[config.mk]
export PLATFORM = sky130hd
export DESIGN_NAME = lane_control
export DESIGN_NICKNAME = d
export VERILOG_FILES = /design/src/design/lane_pkg.sv /design/src/design/lane_control.sv
export VERILOG_INCLUDE_DIRS = /design/src /design/src/design
export SDC_FILE = /design/constraint.sdc
export NUM_CORES = 1
export LEC_CHECK = 0
export ABC_AREA = 0
export BUFFER_PORTS_ARGS = -buffer_cell sky130_fd_sc_hd__buf_4
export CAP_MARGIN = 10
export CORE_ASPECT_RATIO = 1.5
export CORE_MARGIN = 5
export CORE_UTILIZATION = 36
export DETAILED_ROUTE_END_ITERATION = 12
export PLACE_DENSITY = 0.74
export SLEW_MARGIN = 20
export SYNTH_ARGS = -nofsm -noshare
export SYNTH_HDL_FRONTEND = slang
export SYNTH_SLANG_ARGS = --single-unit
export TNS_END_PERCENT = 20
[constraint.sdc]
create_clock -name ap_clk -period 3 [get_ports ap_clk]
set_input_delay 0.6 -clock ap_clk [delete_from_list [all_inputs] [get_ports ap_clk]]
set_output_delay 0.6 -clock ap_clk [all_outputs]
set_load 0.005 [all_outputs]
[src/design/lane_defs.svh]
// Engine count must be at least 2 and lane packets must be spaced that many cycles apart
`ifndef LANE_DEFS_SVH
`define LANE_DEFS_SVH

// Lane shape
`define LANE_NUM_ENGINES    4
`define LANE_REQ_FIFO_DEPTH 8

// Field widths
`define LANE_VERTEX_W 16
`define LANE_VALUE_W  32
`define LANE_ADDR_W   32
`define LANE_COUNT_W  16

// Memory words owned by each engine
`define LANE_REGION_WORDS 65536

`endif

[src/design/lane_pkg.sv]
// Widths come from the lane macros and engine_id_t needs at least 2 engines
`include "lane_defs.svh"

package lane_pkg;

    typedef logic [`LANE_VERTEX_W-1:0] vertex_t;
    typedef logic [`LANE_VALUE_W-1:0]  value_t;
    typedef logic [`LANE_ADDR_W-1:0]   addr_t;
    typedef logic [`LANE_COUNT_W-1:0]  count_t;

    // Index of one engine in the chain
    typedef logic [$clog2(`LANE_NUM_ENGINES)-1:0] engine_id_t;

    // Run progress held by lane_control
    typedef enum logic [1:0] {
        RUN_IDLE,
        RUN_ACTIVE,
        RUN_DRAIN
    } run_state_e;

endpackage : lane_pkg

[src/design/lane_control.sv]
// Descriptors during a run are dropped and a zero packet count ends the run at once
`include "lane_defs.svh"

module lane_control (
    input  logic                         ap_clk,
    input  logic                         areset_lane_template,
    input  logic                         desc_valid_i,
    input  lane_pkg::addr_t              desc_base_i,
    input  lane_pkg::count_t             desc_count_i,
    input  logic [`LANE_NUM_ENGINES-1:0] engine_done_i,
    output logic                         run_active_o,
    output lane_pkg::addr_t              desc_base_o,
    output lane_pkg::count_t             desc_count_o,
    output logic                         done_o
);

    import lane_pkg::*;

    run_state_e state;
    run_state_e state_next;
    logic       all_done;
    logic       accept;

    assign all_done = &engine_done_i;
    assign accept   = (state == RUN_IDLE) && desc_valid_i;

    always_comb begin
        state_next = state;
        case (state)
            RUN_IDLE: begin
                if (desc_valid_i) begin
                    state_next = RUN_ACTIVE;
                end
            end
            RUN_ACTIVE: begin
                if (all_done) begin
                    state_next = RUN_DRAIN;
                end
            end
            default: state_next = RUN_IDLE;
        endcase
    end

    always_ff @(posedge ap_clk) begin
        if (areset_lane_template) begin
            state <= RUN_IDLE;
        end
        else begin
            state <= state_next;
        end
    end

    // Base and count held for the whole run
    always_ff @(posedge ap_clk) begin
        if (accept) begin
            desc_base_o  <= desc_base_i;
            desc_count_o <= desc_count_i;
        end
    end

    assign run_active_o = (state == RUN_ACTIVE);

    // Low from the accepted descriptor until every engine has its acks
    assign done_o = ((state == RUN_IDLE) && !desc_valid_i)
                  || ((state == RUN_ACTIVE) && all_done)
                  || (state == RUN_DRAIN);

endmodule : lane_control

==> results of run 1 <==
-- registers in the layout, summed over array words and instances (netlist names) --
signal / flops
desc_base_o: 32
desc_count_o: 16
state: 2
-- layout make-up --
type	count	area (sq um)
timing repair buffer	105	788
fill	342	1690
sequential	50	1480
tap	46	57.6
clock inverter	2	37.5
clock buffer	6	72.6
multi-input combinational	8	77.6
inverter	1	3.75
-- metrics by stage --
stage,hold slack (ps),cells,power [uW]
floorplan,609,59,889
global placement,626,210,1020
detailed placement,692,210,1030
CTS,459,218,1480
global route,448,218,1530
finish,478,218,1460
-- cell families after synthesis --
family	share of synthesized area, %
flip-flops	95.2
AND/OR/NAND/NOR	3.46
AO/OA/AOI/OAI	1.13
buffers and inverters	0.241
-- worst max-delay path by stage --
stage | start | end | slack, ps | depth (start not counted)
2_1_floorplan | desc_valid_i | done_o | 360 | 2
3_3_place_gp | engine_done_i[2] | done_o | 1190 | 4
3_5_place_dp | engine_done_i[2] | done_o | 1160 | 4
4_1_cts | state[0]$_SDFFE_PP0P_ | done_o | 1150 | 3
5_1_grt | state[0]$_SDFFE_PP0P_ | done_o | 1050 | 3
6_report | engine_done_i[2] | done_o | 1160 | 4
-- Yosys cell counts --
cell type  instances  area (sq um)
nand4_1            1          6.26
edfxtp_1          48          1440
dfxtp_1            2          40.0
nor2b_1            1          6.26
and2_2             1          7.51
and2b_2            1          8.76
inv_1              1          3.75
nor3b_2            2          25.0
a211oi_1           1          7.51
a22o_2             1          10.0
-- per-layer routing --
layer,vias up,GRT usage [%]
met5,-,0
met4,0,4.68
met3,2,6.48
met2,56,21.9
met1,442,11.2
li1,455,-
-- power groups by stage --
stage | Combinational [uW] | Clock (uW) | Sequential, uW
2_1_floorplan | 26.4 | 0 | 863
3_3_place_gp | 164 | 0 | 855
3_5_place_dp | 169 | 0 | 858
4_1_cts | 169 | 471 | 842
5_1_grt | 178 | 502 | 846
6_report | 166 | 453 | 841
==> flow_metrics.env, run 1 <==
export IMPL_min_period_over_period_pct=61.3
export IMPL_gp_congestion=0.696
export IMPL_syn_cell_area_sq_um=1560
export IMPL_totalWireLength_um=3540
export IMPL_cts_resized=0
export IMPL_worst_pin_slew_ps=612
export IMPL_die_w_um=63.7
export IMPL_via_count=955
export IMPL_holdPathStages=1
export IMPL_hp_class="primary input to register"
export IMPL_synth_cells=59
export IMPL_grt_pass1_vias=1067
export IMPL_outcome="completed"
export IMPL_cts_tree="built"
export IMPL_cts_hold_fix_buffers=0
export IMPL_antenna_found_initial=0
export IMPL_cts_root_buf="clkbuf_8"
export IMPL_syn2layout_area_growth_pct=61.8
export IMPL_final_area_sq_um=2520
export IMPL_slowest_stage="a211oi_1"
export IMPL_final_nets=226
export IMPL_coreArea_sq_um=4210
export IMPL_firstDrtPassIters=4
export IMPL_crit_reg2reg_launch="state[1]$_SDFFE_PP0P_"
export IMPL_switching_share_pct=19.2
export IMPL_ys_types=10
export IMPL_htreeDepth=2
export IMPL_topRoutingLayerUsed="met4"
export IMPL_setup_viol=0
export IMPL_postSynthAreaPerCell_sq_um=26.4
export IMPL_worst_clock_skew_ps=6.54
export IMPL_wl_met3_um=428
export IMPL_clk_pin_slew_ps=90
export IMPL_pin_count=105
export IMPL_fin_ws_ps=1160
export IMPL_yosysWarnings=0
export IMPL_clkPwrFrac_pct=31.0
export IMPL_critPathArrivalTime_ps=1240
export IMPL_ir_drop_mv=0.498
export IMPL_post_dp_cell_area_sq_um=2410
export IMPL_grt_overflow_total=0
export IMPL_drc=0
export IMPL_slew_limit_headroom_pct=59.2
export IMPL_finalHoldViolCount=0
export IMPL_syn_nets=114
export IMPL_min_to="desc_base_o[14]$_DFFE_PP_"
export IMPL_reg2regPathDepth=2
export IMPL_wl_per_cell_um=16.2
export IMPL_path_class="primary input to primary output"
export IMPL_antenna_left=0
export IMPL_drv_cap=0
export IMPL_synth_seq_cells=50
export IMPL_rr_endpoint="desc_base_o[19]$_DFFE_PP_"
export IMPL_max_freq_mhz=544
export IMPL_p_comb_share_pct=11.4
export IMPL_p_seq_share_pct=57.6
export IMPL_reg2reg_slack_ps=1500
export IMPL_layout_commonest_cell="buf_4"
export IMPL_required_ps=2400
export IMPL_min_period_ps=1840
export IMPL_clock_sinks=50
export IMPL_post_place_ws_ps=1160
export IMPL_cp_start_kind="primary input"
export IMPL_io_buffer_count=104
export IMPL_hold_start="desc_base_i[14]"
export IMPL_cts_setup_buffers=0
export IMPL_grt_setup_unrepaired="no"
export IMPL_intPower_uw=1180
export IMPL_drive_gt1_share_pct=68.0
export IMPL_worst_setup_path_end_kind="primary output"
export IMPL_numCtsBuffers=5
export IMPL_power_switching_uw=281
export IMPL_vias_per_cell=4.38
export IMPL_p_leak_uw=0.00106
export IMPL_die_height_um=90.5
export IMPL_grt_pass1_wl_um=5290
export IMPL_crit_path_max_incr_delay_ps=280
export IMPL_setup_tns_ps=0
export IMPL_crit_family="compound AO/OA/AOI/OAI gates"
export IMPL_slew_viol_final=0
export IMPL_cp_cell_sequence="buf_4 > nand4_1 > a211oi_1 > buf_4"
export IMPL_grt_max_degree=50
export IMPL_cts_buffer_depth=2
export IMPL_crit_buf_inv=2
export IMPL_track_usage_pct=12.2
export IMPL_initial_utilization_pct=37.0
export IMPL_yosysSeqAreaShare_pct=95.2
export IMPL_core_rowCount=29
export IMPL_crit_top_cell="buf_4"
export IMPL_drt_iter0_drc=15
export IMPL_layout_common_cells="buf_4, edfxtp_1, clkbuf_8"
export IMPL_insertedDiodeCount=0
export IMPL_route_met2_wl_um=2020
export IMPL_die_area_sq_um=5770
export IMPL_post_route_util_pct=59.8
export IMPL_powerDensity_nw_per_um2=580
export IMPL_met1_length_um=1060
export IMPL_critical_path_max_fanout=3
export IMPL_clock_latency_ps=290
Power figures use the tool's default switching activity.
==> inputs of run 2 (changes only) <==
Settings changed: CORE_UTILIZATION 36 to 40, PLACE_DENSITY 0.74 to 0.77.
Clock period 3 ns to 1.9 ns, I/O delays scaled along.
==> run 2 against run 1 <==
  * Sequential share of layout area increased by 0.62 points
  * Wire length is 2.4% higher
  * Clock power up 22%
  * Worst setup slack worse by 880 ps
  * Register-to-register slack worse by 920 ps
  * Utilization up 7.2 points
  * Combinational power rose by 60%
  * Clock-buffer cell count up 2
  * Sequential power is 58% higher
  * Power grew 47%
  * First-iteration DRC count increased by 53%
  * Clock skew decreased by 0.77 ps
  * Critical endpoint unchanged
==> flow_metrics.env, run 2 (synthesis results as in run 1) <==
export IMPL_max_freq_mhz=619
export IMPL_largest_reg_flops=32
export IMPL_cts_buffer_depth=2
export IMPL_post_route_util_pct=67.1
export IMPL_critPathArrivalTime_ps=1240
export IMPL_grt_pass1_wl_um=5330
export IMPL_drc=0
export IMPL_firstDrtPassIters=4
export IMPL_syn2layout_area_growth_pct=60.1
export IMPL_path_class="register to primary output"
export IMPL_clock_latency_ps=280
export IMPL_min_period_ps=1620
export IMPL_dp_hpwl_um=2930
export IMPL_coreArea_sq_um=3720
export IMPL_gp_congestion=0.657
export IMPL_vias_per_cell=4.54
export IMPL_slew_viol_final=0
export IMPL_finalHoldViolCount=0
export IMPL_ir_drop_mv=0.815
export IMPL_wl_per_cell_um=16.8
export IMPL_drv_cap=0
export IMPL_worst_clock_skew_ps=5.77
export IMPL_crit_buf_inv=1
export IMPL_setup_tns_ps=0
export IMPL_hp_class="primary input to register"
export IMPL_core_rowCount=27
export IMPL_pin_count=105
export IMPL_grt_pass1_vias=1112
export IMPL_numCtsBuffers=5
export IMPL_p_leak_uw=0.00106
export IMPL_outcome="completed"
export IMPL_cts_tree="built"
export IMPL_via_count=980
export IMPL_die_height_um=86.4
export IMPL_drive_gt1_share_pct=67.1
export IMPL_worst_setup_path_end_kind="primary output"
export IMPL_crit_family="flip-flops"
export IMPL_top_regs="desc_base_o x32, desc_count_o x16, state x2"
export IMPL_cts_root_buf="clkbuf_8"
export IMPL_insertedDiodeCount=0
export IMPL_cts_resized=0
export IMPL_largest_register="desc_base_o"
export IMPL_cp_start_kind="register"
export IMPL_whs_ps=267
export IMPL_final_nets=227
export IMPL_antenna_left=0
export IMPL_worst_pin_slew_ps=364
export IMPL_io_buffer_count=104
export IMPL_cp_cell_sequence="and2_2 > a211oi_1 > buf_4"
export IMPL_slowest_stage="dfxtp_1"
export IMPL_grt_overflow_total=0
export IMPL_totalWireLength_um=3630
export IMPL_initial_utilization_pct=41.9
export IMPL_track_usage_pct=14.2
export IMPL_grt_max_degree=30
export IMPL_drt_iter0_drc=23
export IMPL_cts_setup_buffers=0
export IMPL_clk_pin_slew_ps=80
export IMPL_htreeDepth=2
export IMPL_layout_common_cells="buf_4, edfxtp_1, clkbuf_8"
export IMPL_powerDensity_nw_per_um2=861
export IMPL_layout_commonest_cell="buf_4"
export IMPL_grt_setup_unrepaired="no"
export IMPL_min_period_over_period_pct=85.0
export IMPL_die_w_um=60.9
export IMPL_slew_limit_headroom_pct=75.7
export IMPL_cts_hold_fix_buffers=0
export IMPL_setup_viol=0
export IMPL_critical_path_max_fanout=5
export IMPL_clock_sinks=50
export IMPL_antenna_found_initial=0
export IMPL_crit_path_max_incr_delay_ps=360
export IMPL_required_ps=1520
export IMPL_die_area_sq_um=5260
-- run 2: cell types whose count changed in the layout (fill, tap and decap cells not counted), sizes merged --
| cell | delta |
|---|---|
| bufinv | -1 |
| clkbuf | +2 |
| buf | +1 |
| clkinvlp | -1 |
-- run 2: power by group --
group	switching (uW)	internal [uW]	leakage, uW	total, uW
logic	97.7	169	0.000541	266
clock network	292	262	0.0000395	554
registers	24.1	1300	0.000475	1330
-- run 2: final cells by class --
class	count	area (sq um)
clock buffers	8	80.1
well taps	43	53.8
multi-input cells	8	77.6
fillers	282	1220
repair buffers	106	796
inverters	1	3.75
flip-flops and latches	50	1480
-- run 2: metal layers --
| metal | global-route usage (%) | routed length (um) | vias up |
|---|---|---|---|
| li1 | - | - | 457 |
| met1 | 13.7 | 1060 | 467 |
| met2 | 25.8 | 2130 | 50 |
| met3 | 4.47 | 349 | 6 |
| met4 | 7.30 | 80 | 0 |
| met5 | 0 | 0 | - |
-- run 2: metrics by stage --
step	cell area, sq um	worst slack [ps]	instances	power, uW
final	2490	284	216	2150
after detailed placement	2410	485	208	1620
after global placement	2410	536	208	1610
after CTS	2490	264	216	2180
after floorplan	1560	-300	59	1400
after global routing	2490	215	216	2250
-- run 2: final timing paths --
path / to / from / slack (ps) / cells after the start
worst min register to register: state[1]$_SDFFE_PP0P_ / state[1]$_SDFFE_PP0P_ / 650 / 2
worst min-delay path: desc_base_o[22]$_DFFE_PP_ / desc_base_i[22] / 270 / 1
worst max register to register: desc_count_o[0]$_DFFE_PP_ / state[1]$_SDFFE_PP0P_ / 580 / 2
worst max-delay path: done_o / state[0]$_SDFFE_PP0P_ / 280 / 3
==> inputs of run 3 (changes only) <==
Settings changed: CAP_MARGIN 10 to 20, CTS_BUF_LIST from default to sky130_fd_sc_hd__clkbuf_16.
==> run 3 against run 2 <==
  * First-iteration DRC count shrank 48%
  * Design area rose by 2.3%
  * Hold slack improved by 8.8 ps
  * Via count is 0.51% higher
  * Global-route usage rose by 0.45 points
  * Largest cell class unchanged
  * Critical path depth did not move
  * Maximum frequency grew 0.72%
  * Sequential share of layout area is 1.3 points lower
==> flow_metrics.env, run 3 (synthesis results as in run 1) <==
export IMPL_required_ps=1520
export IMPL_max_freq_mhz=623
export IMPL_largest_register="desc_base_o"
export IMPL_drive_gt1_share_pct=67.1
export IMPL_grt_pass1_wl_um=5430
export IMPL_drt_iter0_drc=12
export IMPL_cp_cell_sequence="and2_2 > a211oi_1 > buf_4"
export IMPL_grt_pass1_vias=1111
export IMPL_switching_share_pct=18.6
export IMPL_vias_per_cell=4.56
export IMPL_p_comb_share_pct=11.1
export IMPL_slew_viol_final=0
export IMPL_worst_setup_path_end_kind="primary output"
export IMPL_coreArea_sq_um=3720
export IMPL_cts_hold_fix_buffers=0
export IMPL_final_area_sq_um=2550
export IMPL_drc=0
export IMPL_largest_reg_flops=32
export IMPL_clkPwrFrac_pct=33.3
export IMPL_post_dp_cell_area_sq_um=2410
export IMPL_ir_drop_mv=0.748
export IMPL_hp_class="primary input to register"
export IMPL_grt_max_degree=30
export IMPL_powerDensity_nw_per_um2=938
export IMPL_post_route_util_pct=68.6
export IMPL_clk_pin_slew_ps=60
export IMPL_slowest_stage="dfxtp_1"
export IMPL_min_period_over_period_pct=84.4
export IMPL_dp_hpwl_um=2930
export IMPL_cts_resized=0
export IMPL_clock_latency_ps=280
export IMPL_top_regs="desc_base_o x32, desc_count_o x16, state x2"
export IMPL_layout_common_cells="buf_4, edfxtp_1, clkbuf_16"
export IMPL_via_count=985
export IMPL_crit_reg2reg_launch="state[1]$_SDFFE_PP0P_"
export IMPL_worst_clock_skew_ps=2.35
export IMPL_outcome="completed"
export IMPL_cts_tree="built"
export IMPL_numCtsBuffers=5
export IMPL_hold_start="desc_count_i[14]"
export IMPL_die_height_um=86.4
export IMPL_drv_cap=0
export IMPL_gp_congestion=0.657
export IMPL_min_period_ps=1600
export IMPL_setup_viol=0
export IMPL_antenna_found_initial=0
export IMPL_fin_ws_ps=296
export IMPL_crit_buf_inv=1
export IMPL_crit_family="flip-flops"
export IMPL_io_buffer_count=104
export IMPL_htreeDepth=2
export IMPL_track_usage_pct=14.7
export IMPL_p_seq_share_pct=55.6
export IMPL_wl_per_cell_um=17.1
export IMPL_core_rowCount=27
export IMPL_crit_path_start="state[0]$_SDFFE_PP0P_"
export IMPL_cts_buffer_depth=2
export IMPL_cts_setup_buffers=0
export IMPL_grt_setup_unrepaired="no"
export IMPL_power_switching_uw=445
export IMPL_intPower_uw=1950
export IMPL_finalHoldViolCount=0
export IMPL_syn2layout_area_growth_pct=63.7
export IMPL_antenna_left=0
export IMPL_cts_root_buf="clkbuf_16"
export IMPL_totalWireLength_um=3690
export IMPL_critical_path_max_fanout=5
export IMPL_die_area_sq_um=5260
export IMPL_p_leak_uw=0.00109
export IMPL_crit_path_max_incr_delay_ps=350
export IMPL_grt_overflow_total=0
export IMPL_final_nets=227
export IMPL_insertedDiodeCount=0
export IMPL_firstDrtPassIters=4
export IMPL_layout_commonest_cell="buf_4"
export IMPL_worst_pin_slew_ps=361
export IMPL_initial_utilization_pct=41.9
export IMPL_clock_sinks=50
export IMPL_cp_start_kind="register"
export IMPL_critPathArrivalTime_ps=1220
export IMPL_post_place_ws_ps=485
export IMPL_die_w_um=60.9
export IMPL_pin_count=105
export IMPL_slew_limit_headroom_pct=76.0
export IMPL_path_class="register to primary output"
[run 3: path summary, 6_finish.rpt]
kind,end,slack [ps],cells past startpoint
max,done_o,300,3
min,desc_count_o[14]$_DFFE_PP_,280,1
max reg2reg,desc_count_o[2]$_DFFE_PP_,590,2
min reg2reg,state[1]$_SDFFE_PP0P_,650,2
[run 3: per-layer routing]
metal	part of all wire, %	up-vias	global-route usage [%]
met5	0	-	0
met4	1.5	0	6.11
met3	9.4	6	5.37
met2	58	52	26.7
met1	31	468	14.3
li1	-	459	-
[run 3: per-stage QoR]
step / hold WS, ps / std cells / setup TNS, ps / power, uW
detailed placement: 559 / 208 / 0 / 1620
global route: 262 / 216 / 0 / 2500
floorplan: 479 / 59 / -10360 / 1400
global placement: 559 / 208 / 0 / 1610
CTS: 269 / 216 / 0 / 2430
finish: 276 / 216 / 0 / 2390
[run 3: final cells by class]
cell class / count / area [sq um]
flip-flops and latches: 50 / 1480
multi-input cells: 8 / 77.6
well taps: 43 / 53.8
inverters: 1 / 3.75
repair buffers: 106 / 796
clock inverters: 3 / 11.3
fillers: 277 / 1170
clock buffers: 5 / 125
[run 3: power by group through the flow]
| stage | logic (uW) | clock network, uW | registers (uW) |
|---|---|---|---|
| floorplan | 41.7 | 0 | 1360 |
| global placement | 261 | 0 | 1350 |
| detailed placement | 272 | 0 | 1350 |
| CTS | 272 | 823 | 1330 |
| global route | 286 | 875 | 1340 |
| finish | 266 | 796 | 1330 |
[run 3: worst reg2reg max path, cell delays in order, from the launching register on]
cell and delay (ps):
dfxtp_1 350, nor3b_4 240, buf_4 380
