**src/design/lane_defs.svh**
```systemverilog
// Engine count must be at least 2 and lane packets must be spaced that many cycles apart
`ifndef LANE_DEFS_SVH
`define LANE_DEFS_SVH

// Lane shape
`define LANE_NUM_ENGINES    4
`define LANE_REQ_FIFO_DEPTH 8

// Field widths
`define LANE_VERTEX_W 16
`define LANE_VALUE_W  32
`define LANE_ADDR_W   32
`define LANE_COUNT_W  16

// Memory words owned by each engine
`define LANE_REGION_WORDS 65536

`endif

```
**src/design/lane_pkg.sv**
```systemverilog
// Widths come from the lane macros and engine_id_t needs at least 2 engines
`include "lane_defs.svh"

package lane_pkg;

    typedef logic [`LANE_VERTEX_W-1:0] vertex_t;
    typedef logic [`LANE_VALUE_W-1:0]  value_t;
    typedef logic [`LANE_ADDR_W-1:0]   addr_t;
    typedef logic [`LANE_COUNT_W-1:0]  count_t;

    // Index of one engine in the chain
    typedef logic [$clog2(`LANE_NUM_ENGINES)-1:0] engine_id_t;

    // Run progress held by lane_control
    typedef enum logic [1:0] {
        RUN_IDLE,
        RUN_ACTIVE,
        RUN_DRAIN
    } run_state_e;

endpackage : lane_pkg

```
**src/design/lane_engine.sv**
```systemverilog
// Packets must arrive at least LANE_NUM_ENGINES cycles apart and only acks with this id count
`include "lane_defs.svh"

module lane_engine #(
    parameter int ENGINE_ID = 0
) (
    input  logic                 ap_clk,
    input  logic                 areset_lane_template,
    input  logic                 run_active_i,
    input  lane_pkg::addr_t      desc_base_i,
    input  lane_pkg::count_t     desc_count_i,
    input  logic                 pkt_valid_i,
    input  lane_pkg::vertex_t    pkt_vertex_i,
    input  lane_pkg::value_t     pkt_value_i,
    input  logic                 ack_valid_i,
    input  lane_pkg::engine_id_t ack_id_i,
    output logic                 pkt_valid_o,
    output lane_pkg::vertex_t    pkt_vertex_o,
    output lane_pkg::value_t     pkt_value_o,
    output logic                 wr_valid_o,
    output lane_pkg::addr_t      wr_addr_o,
    output lane_pkg::value_t     wr_data_o,
    output logic                 engine_done_o
);

    import lane_pkg::*;

    // First word of this engine's output region
    localparam addr_t REGION_BASE = addr_t'(ENGINE_ID * `LANE_REGION_WORDS);

    logic   accept;
    logic   ack_hit;
    count_t ack_count;

    // --------------------------------------------------
    // Packet stage
    // --------------------------------------------------
    // Idle packets die here
    assign accept = pkt_valid_i && run_active_i;

    // Forward and write strobe leave on the same edge
    always_ff @(posedge ap_clk) begin
        if (areset_lane_template) begin
            pkt_valid_o <= 1'b0;
            wr_valid_o  <= 1'b0;
        end
        else begin
            pkt_valid_o <= accept;
            wr_valid_o  <= accept;
        end
    end

    always_ff @(posedge ap_clk) begin
        if (accept) begin
            pkt_vertex_o <= pkt_vertex_i;
            pkt_value_o  <= pkt_value_i;
            wr_addr_o    <= desc_base_i + REGION_BASE + addr_t'(pkt_vertex_i);
            wr_data_o    <= pkt_value_i;
        end
    end

    // --------------------------------------------------
    // Acknowledge count
    // --------------------------------------------------
    assign ack_hit = ack_valid_i && (ack_id_i == engine_id_t'(ENGINE_ID));

    // Held at zero between runs so each run starts clean
    always_ff @(posedge ap_clk) begin
        if (areset_lane_template || !run_active_i) begin
            ack_count <= '0;
        end
        else if (ack_hit) begin
            ack_count <= ack_count + 1'b1;
        end
    end

    assign engine_done_o = run_active_i && (ack_count == desc_count_i);

endmodule : lane_engine

```
**config.mk**
```make
export PLATFORM = sky130hd
export DESIGN_NAME = lane_engine
export DESIGN_NICKNAME = d
export VERILOG_FILES = /design/src/design/lane_pkg.sv /design/src/design/lane_engine.sv
export VERILOG_INCLUDE_DIRS = /design/src /design/src/design
export SDC_FILE = /design/constraint.sdc
export NUM_CORES = 1
export LEC_CHECK = 0
export BUFFER_PORTS_ARGS = -buffer_cell sky130_fd_sc_hd__buf_2
export CORE_ASPECT_RATIO = 1.75
export CORE_UTILIZATION = 50
export CTS_CLUSTER_DIAMETER = 40
export CTS_CLUSTER_SIZE = 40
export DETAILED_ROUTE_END_ITERATION = 16
export GPL_ROUTABILITY_DRIVEN = 1
export PLACE_DENSITY_LB_ADDON = 0.2
export SYNTH_ARGS = -nofsm -noshare
export SYNTH_HDL_FRONTEND = slang
export SYNTH_SLANG_ARGS = --single-unit
```
**constraint.sdc**
```tcl
create_clock -name ap_clk -period 6.6 [get_ports ap_clk]
set_input_delay 0.66 -clock ap_clk [delete_from_list [all_inputs] [get_ports ap_clk]]
set_output_delay 0.66 -clock ap_clk [all_outputs]
set_load 0.05 [all_outputs]
```
==> metrics.md, run 1 <==
| Metric | Value |
|---|---|
| Initial antenna violation count | `1` |
| Fillers | `721` |
| Mapped Nets | `478` |
| Final hold vios | `0` |
| Clock network fraction of total power | `0.315` |
| Met1 GRT Util | `0.1905` |
| CTS resizes | `0` |
| Final WL | `between 10,000 and 15,000 um` |
| # nets final | `671` |
| Total track usage | `0.2106` |
| Crit path max fanout | `1` |
| Post-synth top area share | `0.5200` |
| Synth Instances | `357` |
| DIE WIDTH | `74.66 um` |
| Leak | `2.477 nW` |
| Synth area leaders | `edfxtp_1, dfxtp_1, xnor2_1, buf_4, ha_1` |
| Met2 Use GR | `0.4022` |
| Pin count of the biggest net entering global routing | `81` |
| Row count | `46` |
| RSZ-0062 raised after global routing | `false` |
| Layer with the highest usage | `met2` |
| Post-CTS Setup Bufs | `0` |
| Clock Sinks | `97` |
| Max Cap Violations | `0` |
| Avg Cell Area, Syn | `12.94 um^2` |
| Post-synthesis cell area | `0.004619 mm^2` |
| FF-to-FF End | `ack_count[15]$_SDFFE_PP0P_` |
| Skew-Pair Late Insertion Delay | `0.34 ns` |
| Status | `finished, final reports clean` |
| P_sw | `0.5320 mW` |
| Root buffer cell | `clkbuf_16` |
| Vias in the first global route | `3,331` |
| Startpoint types | `primary input` |
| Clock transition at the registers of the reported paths | `0.07 ns` |
| Port Buffers | `217` |
| Via density | `5.056` |
| Layout area overhead | `27.49%` |
| Power Density | `272.5 mW/mm^2` |
| Hold WC Path Type | `in2reg` |
| Yosys reg bits | `97` |
| Setup Crit Path Kind | `in2out` |
| Slowest cell on crit path | `buf_2` |
| Post-synthesis cell type count | `46` |
| Hold EP | `wr_data_o[24]$_DFFE_PP_` |
| CTS buffer count | `9` |
| Async set-or-reset flop fraction in the synthesized netlist | `0` |
| Upper clock frequency limit | `~400 MHz` |
| Slew HR | `0.3068` |
| Crit path DAT | `1.86 ns` |
| Seq/Total Area, Yosys | `0.5937` |
| Dominant cell type by area after synthesis | `edfxtp_1` |
| First-pass GRT wire length | `15,090 um` |
| Core area | `0.009036 mm^2` |
| Clock buffer depth | `2` |
| Hpwl dp | `7903 um` |
| Worst R2R Setup Slack | `5.09 ns` |
| CP Launch Point | `desc_count_i[11]` |
| Final Util | `0.6518` |
| 1st-iter DRT viols | `88` |
| Pint | `approximately 1.1 mW` |
| Sequential Power Share | `0.450` |
| Critical Path RT | `5.94 ns` |
| DRT Pass-1 Iters | `4` |
| Share of cells above drive strength 1 | `0.4523` |
| Die area | `0.009643 mm^2` |
| Most used flip-flop cell after synthesis | `edfxtp_1` |
| CTS tree | `built` |
| Worst slew pin tran | `~1.0 ns` |
| Vias | `3,413` |
| Pins over their slew limit | `0` |
| Congestion Overflow GR | `0` |
| Grt met3 use | `0.06532` |
| Die Ht | `roughly 130 um` |
| Synthesis Warnings | `0` |
| Cell Chain, Critical Path | `buf_2, xor2_1, nor4_1, nand4_1, nor4_1, buf_2` |
| Setup TNS | `0 ns` |
| Antenna-violating nets left | `0` |
| Io pins | `218` |
| Part of the power in combinational logic | `0.236` |
| CTS Hold Bufs | `0` |
| CP endpoint kind | `primary output` |
| Reg2Reg Depth | `6` |
| Sw Ratio | `0.3316` |
| Worst Hold Path Cells | `1` |
| Tcrit/Tclk final | `0.3813` |
| Post-synth EDFFs | `80` |
| Worst Skew | `between 0.002 and 0.003 ns` |
| Starting Density | `0.5112` |
| Final min period | `2.516 ns` |
| Wire per inst | `14.87 um` |
| # setup viols final | `0` |
| CP max stage delay | `0.31 ns` |
| Reg2reg start | `ack_count[3]$_SDFFE_PP0P_` |
| Max rail drop VDD | `between 0.00015 and 0.0002 V` |
| Routability cong. | `0.8862` |
| HP Start | `pkt_value_i[24]` |
| CTS H-Tree Depth | `3` |
| Inserted Diodes | `0` |
| Residual DRC | `0` |
## registers in the layout, summed over array words and instances, names as in the netlist
signal	flops
wr_addr_o	32
wr_data_o	32
ack_count	16
wr_valid_o	1
pkt_vertex_o	16
## Yosys cell counts, types with 3 or more instances
cell      count
dfxtp_1      17
nand3_1      23
nand4_1       7
nor2_1       25
or3_1         3
ha_1         17
nand2b_1      3
edfxtp_1     80
a211oi_2      3
buf_4        33
o21ai_0      12
o21bai_1      3
a21oi_1      10
and2_1        3
and3_1        7
xnor2_1      35
nand2_1      16
xor2_1       21
a211oi_1      3
inv_1         4
## metal layers
layer | vias up | wire length [um]
met4 | 0 | 251
met5 | - | 0
met1 | 1586 | 3441
met3 | 20 | 762
met2 | 142 | 5584
li1 | 1665 | -
## worst max-delay path by stage
stage                               to  slack (ns)  cells after the start
2_1_floorplan            engine_done_o        3.28                      4
3_3_place_gp   wr_addr_o[18]$_DFFE_PP_        3.76                      9
3_5_place_dp   wr_addr_o[26]$_DFFE_PP_        3.72                      9
4_1_cts                  engine_done_o        4.07                      6
5_1_grt                  engine_done_o        4.00                      6
6_report                 engine_done_o        4.08                      6
## cells by family after synthesis
group / after synthesis / synth area share
AO/OA/AOI/OAI: 45 / 0.07205
XOR/XNOR: 56 / 0.1062
adder cells (fa/ha/maj): 18 / 0.05038
buffers and inverters: 39 / 0.05851
flip-flops: 97 / 0.5937
multiplexers: 1 / 0.002167
AND/OR/NAND/NOR: 101 / 0.1170
## metrics by stage
stage / hold slack (ns) / std cells / worst slack, ns / area, um^2 / power (mW)
6_report: 0.4867 / 675 / 4.084 / 5889 / 1.605
5_1_grt: 0.4747 / 675 / 3.997 / 5889 / 1.657
4_1_cts: 0.4761 / 675 / 4.071 / 5889 / 1.617
3_5_place_dp: 0.5366 / 659 / 3.718 / 5603 / 1.115
3_3_place_gp: 0.5028 / 659 / 3.762 / 5603 / 1.111
2_1_floorplan: 0.4835 / 357 / 3.276 / 4619 / 1.029
## cells in the final DEF (no fill, tap or decap), types with 3 or more instances in the layout
master / synthesis / final
ha_1: 17 / 17
nand3_1: 23 / 23
nand4_1: 7 / 7
o21ai_0: 12 / 12
xor2_1: 21 / 21
a211oi_1: 3 / 3
edfxtp_1: 80 / 80
clkbuf_16: 0 / 9
inv_1: 4 / 4
and3_1: 7 / 7
xnor2_1: 35 / 35
nand2b_1: 3 / 3
a211oi_2: 3 / 3
buf_2: 0 / 217
nand2_1: 16 / 16
dfxtp_1: 17 / 17
o21bai_1: 3 / 3
or3_1: 3 / 3
a21oi_1: 10 / 10
nor2_1: 25 / 25
## power by group through the flow
stage	combinational [mW]	sequential (mW)	clock, mW
after detailed placement	0.380	0.735	0
after CTS	0.381	0.722	0.515
final	0.378	0.721	0.505
after floorplan	0.157	0.872	0
after global placement	0.376	0.735	0
after global routing	0.402	0.726	0.529
## worst max-delay path: cells and delay by family
kind                   cells  cell delay, ns
buffers and inverters      2            0.42
AND/OR/NAND/NOR            3            0.64
XOR/XNOR                   1            0.13
## area by class of cell
| type | instances | area [um^2] | area share |
|---|---|---|---|
| clock buffers | 9 | 225.2 | 0.03824 |
| clock inverters | 7 | 61.31 | 0.01041 |
| inverters | 4 | 15.01 | 0.002549 |
| multi-input cells | 221 | 1609 | 0.2732 |
| flip-flops and latches | 97 | 2743 | 0.4657 |
| well taps | 120 | 150.1 | 0.02549 |
| repair buffers | 217 | 1086 | 0.1844 |
No activity file was read; power rests on OpenSTA's default activity.
==> run 2, diff against run 1 <==
--- a/config.mk
+++ b/config.mk
@@ -8,7 +8,7 @@
 export LEC_CHECK = 0
 export BUFFER_PORTS_ARGS = -buffer_cell sky130_fd_sc_hd__buf_2
 export CORE_ASPECT_RATIO = 1.75
-export CORE_UTILIZATION = 50
+export CORE_UTILIZATION = 42
 export CTS_CLUSTER_DIAMETER = 40
 export CTS_CLUSTER_SIZE = 40
 export DETAILED_ROUTE_END_ITERATION = 16
==> constraint.sdc (replaced) <==
create_clock -name ap_clk -period 2.3 [get_ports ap_clk]
set_input_delay 0.23 -clock ap_clk [delete_from_list [all_inputs] [get_ports ap_clk]]
set_output_delay 0.23 -clock ap_clk [all_outputs]
set_load 0.05 [all_outputs]
==> metrics.md, run 2 (synthesis results as in run 1) <==
| Metric | Value |
|---|---|
| Status | `finished, final reports clean` |
| Skew-Pair Late Insertion Delay | `0.33 ns` |
| Clock buffer depth | `2` |
| Pins over their slew limit | `0` |
| Total track usage | `0.1882` |
| Top Registers | `wr_addr_o: 32 flops, wr_data_o: 32 flops` |
| Slowest cell on crit path | `dfxtp_1` |
| Setup Crit Path Kind | `reg2out` |
| Final hold vios | `0` |
| # nets final | `675` |
| Vias in the first global route | `3,431` |
| Layout area overhead | `29.14%` |
| Power Density | `a little under 800 mW/mm^2` |
| HP Start | `pkt_value_i[8]` |
| Port Buffers | `217` |
| CTS buffer count | `9` |
| Reg2Reg Depth | `6` |
| Commonest cells after routing, fill and taps aside | `buf_2, edfxtp_1, xnor2_1` |
| Hold EP | `wr_data_o[8]$_DFFE_PP_` |
| Row count | `50` |
| Final Util | `0.5577` |
| First-pass GRT wire length | `16,060 um` |
| Wire per inst | `approximately 15 um` |
| Worst slew pin tran | `~0.68 ns` |
| Clock transition at the registers of the reported paths | `0.07 ns` |
| Antenna-violating nets left | `0` |
| Io pins | `218` |
| Final WL | `10,540 um` |
| Worst Skew | `0.003508 ns` |
| Congestion Overflow GR | `0` |
| Pin count of the biggest net entering global routing | `81` |
| Fillers | `961` |
| Worst hold margin | `0.06185 ns` |
| CTS resizes | `0` |
| Share of cells above drive strength 1 | `0.4544` |
| Crit path max fanout | `4` |
| Startpoint types | `register` |
| Cell Chain, Critical Path | `xor2_1, nor4_1, nand4_1, nor4_2, buf_2` |
| Starting Density | `0.4318` |
| Die Ht | `140.7 um` |
| Hpwl dp | `~8200 um` |
| Tot Pwr | `4.654 mW` |
| Max Cap Violations | `0` |
| Via density | `just under 5` |
| Tcrit/Tclk final | `0.9175` |
| Routability cong. | `around 0.79` |
| DP Worst Slack | `-0.1015 ns` |
| Worst Hold Path Cells | `1` |
| CP endpoint kind | `primary output` |
| Initial antenna violation count | `4` |
| Most common cell after layout, fill and taps aside | `buf_2` |
| CP max stage delay | `0.36 ns` |
| 1st-iter DRT viols | `147` |
| RSZ-0062 raised after global routing | `false` |
| Residual DRC | `0` |
| Upper clock frequency limit | `473.9 MHz` |
| CTS tree | `built` |
| Critical Path RT | `2.07 ns` |
| CTS H-Tree Depth | `3` |
| Vias | `between 3,000 and 4,000` |
| Slew HR | `0.5464` |
| CTS Hold Bufs | `0` |
| Core area | `roughly 0.011 mm^2` |
| FF-to-FF End | `ack_count[15]$_SDFFE_PP0P_` |
| Worst R2R Setup Slack | `0.77 ns` |
| # setup viols final | `0` |
| Hold WC Path Type | `in2reg` |
| Final min period | `2.110 ns` |
| Reg2reg start | `ack_count[3]$_SDFFE_PP0P_` |
| Die area | `between 0.01 and 0.015 mm^2` |
| Max rail drop VDD | `0.0003867 V` |
| Crit path DAT | `about 1.9 ns` |
| Leak | `about 2.5 nW` |
| Clock Sinks | `97` |
| DRT Pass-1 Iters | `4` |
| Post-CTS Setup Bufs | `0` |
| DIE WIDTH | `slightly above 80 um` |
| Setup ws final | `between 0.15 and 0.2 ns` |
| Root buffer cell | `clkbuf_16` |
-- run 2: cell types whose count changed in the layout (fill, tap and decap cells not counted), sizes merged --
cell    before  now
bufinv       0    1
inv          8    5
clkinv       2    3
diode        0    2
clkbuf       9   10
buf        217  221
-- run 2: report_power, final --
group	leakage [nW]	internal (mW)	switching (mW)	total, mW
clock network	0.141	0.847	0.635	1.48
logic	1.47	0.292	0.807	1.10
registers	0.888	2.04	0.0339	2.07
-- run 2: critical path: cells and delay by family (launching register included) --
family | cells | cell delay, ns
buffers and inverters | 1 | 0.30
DFF | 1 | 0.36
xor gates and xnor gates | 1 | 0.18
and+or+nand+nor | 3 | 0.70
-- run 2: metal layers --
layer,track usage,part of all wire,vias to the layer above
met5,0,0,-
met4,0.09962,0.027,0
met3,0.06084,0.076,14
met2,0.3268,0.54,136
met1,0.1945,0.36,1603
li1,-,-,1671
-- run 2: layout make-up --
| cell class | count | area, um^2 | area share |
|---|---|---|---|
| multi-input combinational | 221 | 1615 | 0.2708 |
| clock buffer | 10 | 229.0 | 0.03838 |
| inverter | 4 | 15.01 | 0.002517 |
| antenna | 2 | 5.005 | 0.0008389 |
| tap | 130 | 162.7 | 0.02727 |
| clock inverter | 6 | 67.56 | 0.01133 |
| timing repair buffer | 221 | 1129 | 0.1892 |
| sequential | 97 | 2743 | 0.4597 |
-- run 2: worst max-delay path by stage --
stage                         startpoint                      end  depth (start not counted)
3_5_place_dp              desc_base_i[0]  wr_addr_o[24]$_DFFE_PP_                         10
3_3_place_gp              desc_base_i[0]  wr_addr_o[22]$_DFFE_PP_                         10
4_1_cts        ack_count[1]$_SDFFE_PP0P_            engine_done_o                          5
5_1_grt        ack_count[1]$_SDFFE_PP0P_            engine_done_o                          5
6_report       ack_count[1]$_SDFFE_PP0P_            engine_done_o                          5
2_1_floorplan             desc_base_i[0]  wr_addr_o[30]$_DFFE_PP_                          8
-- run 2: stage by stage --
step                area (um^2)  instances  setup TNS [ns]
finish                     5966        691               0
global route               5963        690               0
CTS                        5961        689               0
detailed placement         5664        673         -0.7033
global placement           5664        673         -0.2184
floorplan                  4627        357               0
==> run 3, diff against run 2 <==
--- a/config.mk
+++ b/config.mk
@@ -7,7 +7,6 @@
 export NUM_CORES = 1
 export LEC_CHECK = 0
 export BUFFER_PORTS_ARGS = -buffer_cell sky130_fd_sc_hd__buf_2
-export CORE_ASPECT_RATIO = 1.75
 export CORE_UTILIZATION = 42
 export CTS_CLUSTER_DIAMETER = 40
 export CTS_CLUSTER_SIZE = 40
==> metrics.md, run 3 (synthesis results as in run 1) <==
| Metric | Value |
|---|---|
| Power Density | `756.5 mW/mm^2` |
| Crit path DAT | `roughly 1.9 ns` |
| Antenna-violating nets left | `0` |
| Starting Density | `0.4396` |
| DRT Pass-1 Iters | `4` |
| Max Cap Violations | `0` |
| Routability cong. | `0.8532` |
| DIE WIDTH | `between 100 and 150 um` |
| CTS Hold Bufs | `0` |
| Worst Skew | `around 0.0018 ns` |
| Inserted Diodes | `0` |
| Row count | `37` |
| Total track usage | `0.1898` |
| Reg2Reg Depth | `6` |
| M1 WL | `~4200 um` |
| Startpoint types | `register` |
| RSZ-0062 raised after global routing | `false` |
| Clock transition at the registers of the reported paths | `0.09 ns` |
| CTS resizes | `0` |
| Root buffer cell | `clkbuf_8` |
| Final min period | `2.082 ns` |
| Final WL | `10,380 um` |
| Tcrit/Tclk final | `0.9054` |
| Residual DRC | `0` |
| Io pins | `218` |
| Setup Crit Path Kind | `reg2out` |
| Congestion Overflow GR | `0` |
| Setup TNS | `0 ns` |
| CP endpoint kind | `primary output` |
| Leak | `~2.5 nW` |
| Top Layer Used | `met4` |
| CTS tree | `built` |
| Met2 wire length | `about 5100 um` |
| Layout area overhead | `27.49%` |
| Post-CTS Setup Bufs | `0` |
| Pin count of the biggest net entering global routing | `81` |
| Via density | `4.895` |
| Most common cell after layout, fill and taps aside | `buf_2` |
| Die Ht | `between 100 and 150 um` |
| Die area | `about 0.011 mm^2` |
| Placed cells | `677` |
| Status | `finished, final reports clean` |
| Fin cells | `between 600 and 700` |
| Hpwl dp | `7973 um` |
| HP Start | `pkt_value_i[4]` |
| CTS buffer count | `9` |
| Top Registers | `wr_addr_o: 32 flops, wr_data_o: 32 flops` |
| Hold WC Path Type | `in2reg` |
| # nets final | `673` |
| Pins over their slew limit | `0` |
| Worst slew pin tran | `0.6501 ns` |
| Share of cells above drive strength 1 | `0.4542` |
| Commonest cells after routing, fill and taps aside | `buf_2, edfxtp_1, xnor2_1` |
| Final hold vios | `0` |
| Vias | `3,392` |
| Slew HR | `0.5666` |
| CTS H-Tree Depth | `3` |
| 1st-iter DRT viols | `89` |
| Crit path max fanout | `4` |
| Worst Hold Path Cells | `1` |
| Initial antenna violation count | `0` |
| First-pass GRT wire length | `16,480 um` |
| CP Launch Point | `ack_count[1]$_SDFFE_PP0P_` |
| Skew-Pair Late Insertion Delay | `approximately 0.36 ns` |
| Clock Sinks | `97` |
| Upper clock frequency limit | `480.2 MHz` |
| Critical Path RT | `2.07 ns` |
| Reg2reg start | `ack_count[4]$_SDFFE_PP0P_` |
| Worst hold margin | `0.03478 ns` |
| Clock buffer depth | `2` |
| # setup viols final | `0` |
| Wire per inst | `14.98 um` |
| Max rail drop VDD | `0.0003222 V` |
| Core area | `0.01051 mm^2` |
| Final Util | `0.5604` |
| Port Buffers | `about 220` |
| Met3 WL | `906 um` |
| Vias in the first global route | `3,263` |
[run 3: changes by cell type in the layout (fill, tap and decap cells not counted), sizes merged]
cell	change
clkbuf	-1
clkinvlp	-1
bufinv	+2
clkinv	+1
diode	-2
inv	-1
buf	-2
[run 3: metal layers]
layer | GRT usage | vias to the layer above
li1 | - | 1662
met1 | 0.2239 | 1557
met2 | 0.3189 | 160
met3 | 0.05897 | 13
met4 | 0.08121 | 0
met5 | 0 | -
[run 3: where the power goes]
group,leakage (nW),switching (mW),internal (mW)
combinational,1.46,0.801,0.288
clock,0.120,0.581,0.713
sequential,0.888,0.0362,2.04
[run 3: layout make-up]
| cell class | count | area [um^2] |
|---|---|---|
| Clock inverter | 7 | 108.9 |
| Inverter | 4 | 15.01 |
| Sequential cell | 97 | 2743 |
| Fill cell | 911 | 4619 |
| Clock buffer | 9 | 123.9 |
| Multi-Input combinational cell | 221 | 1615 |
| Timing Repair Buffer | 219 | 1114 |
| Tap cell | 136 | 170.2 |
[run 3: worst paths after layout]
path / end / slack (ns)
setup / recovery: engine_done_o / 0.22
hold / removal: wr_data_o[4]$_DFFE_PP_ / 0.03
setup reg to reg: ack_count[14]$_SDFFE_PP0P_ / 0.73
hold reg to reg: ack_count[15]$_SDFFE_PP0P_ / 0.55
[run 3: per-stage QoR]
stage,power [mW],area [um^2],worst slack (ns)
3_5_place_dp,3.207,5657,-0.1326
5_1_grt,4.639,5889,0.08106
2_1_floorplan,2.950,4627,0.1734
4_1_cts,4.507,5889,0.1798
3_3_place_gp,3.197,5657,-0.08254
6_report,4.455,5889,0.2176
[run 3: worst max-delay path, stage by stage, from the launching register on]
cell,delay [ns]
dfxtp_1,0.37
xor2_1,0.18
nor4_1,0.26
nand4_1,0.16
nor4_2,0.22
buf_2,0.30
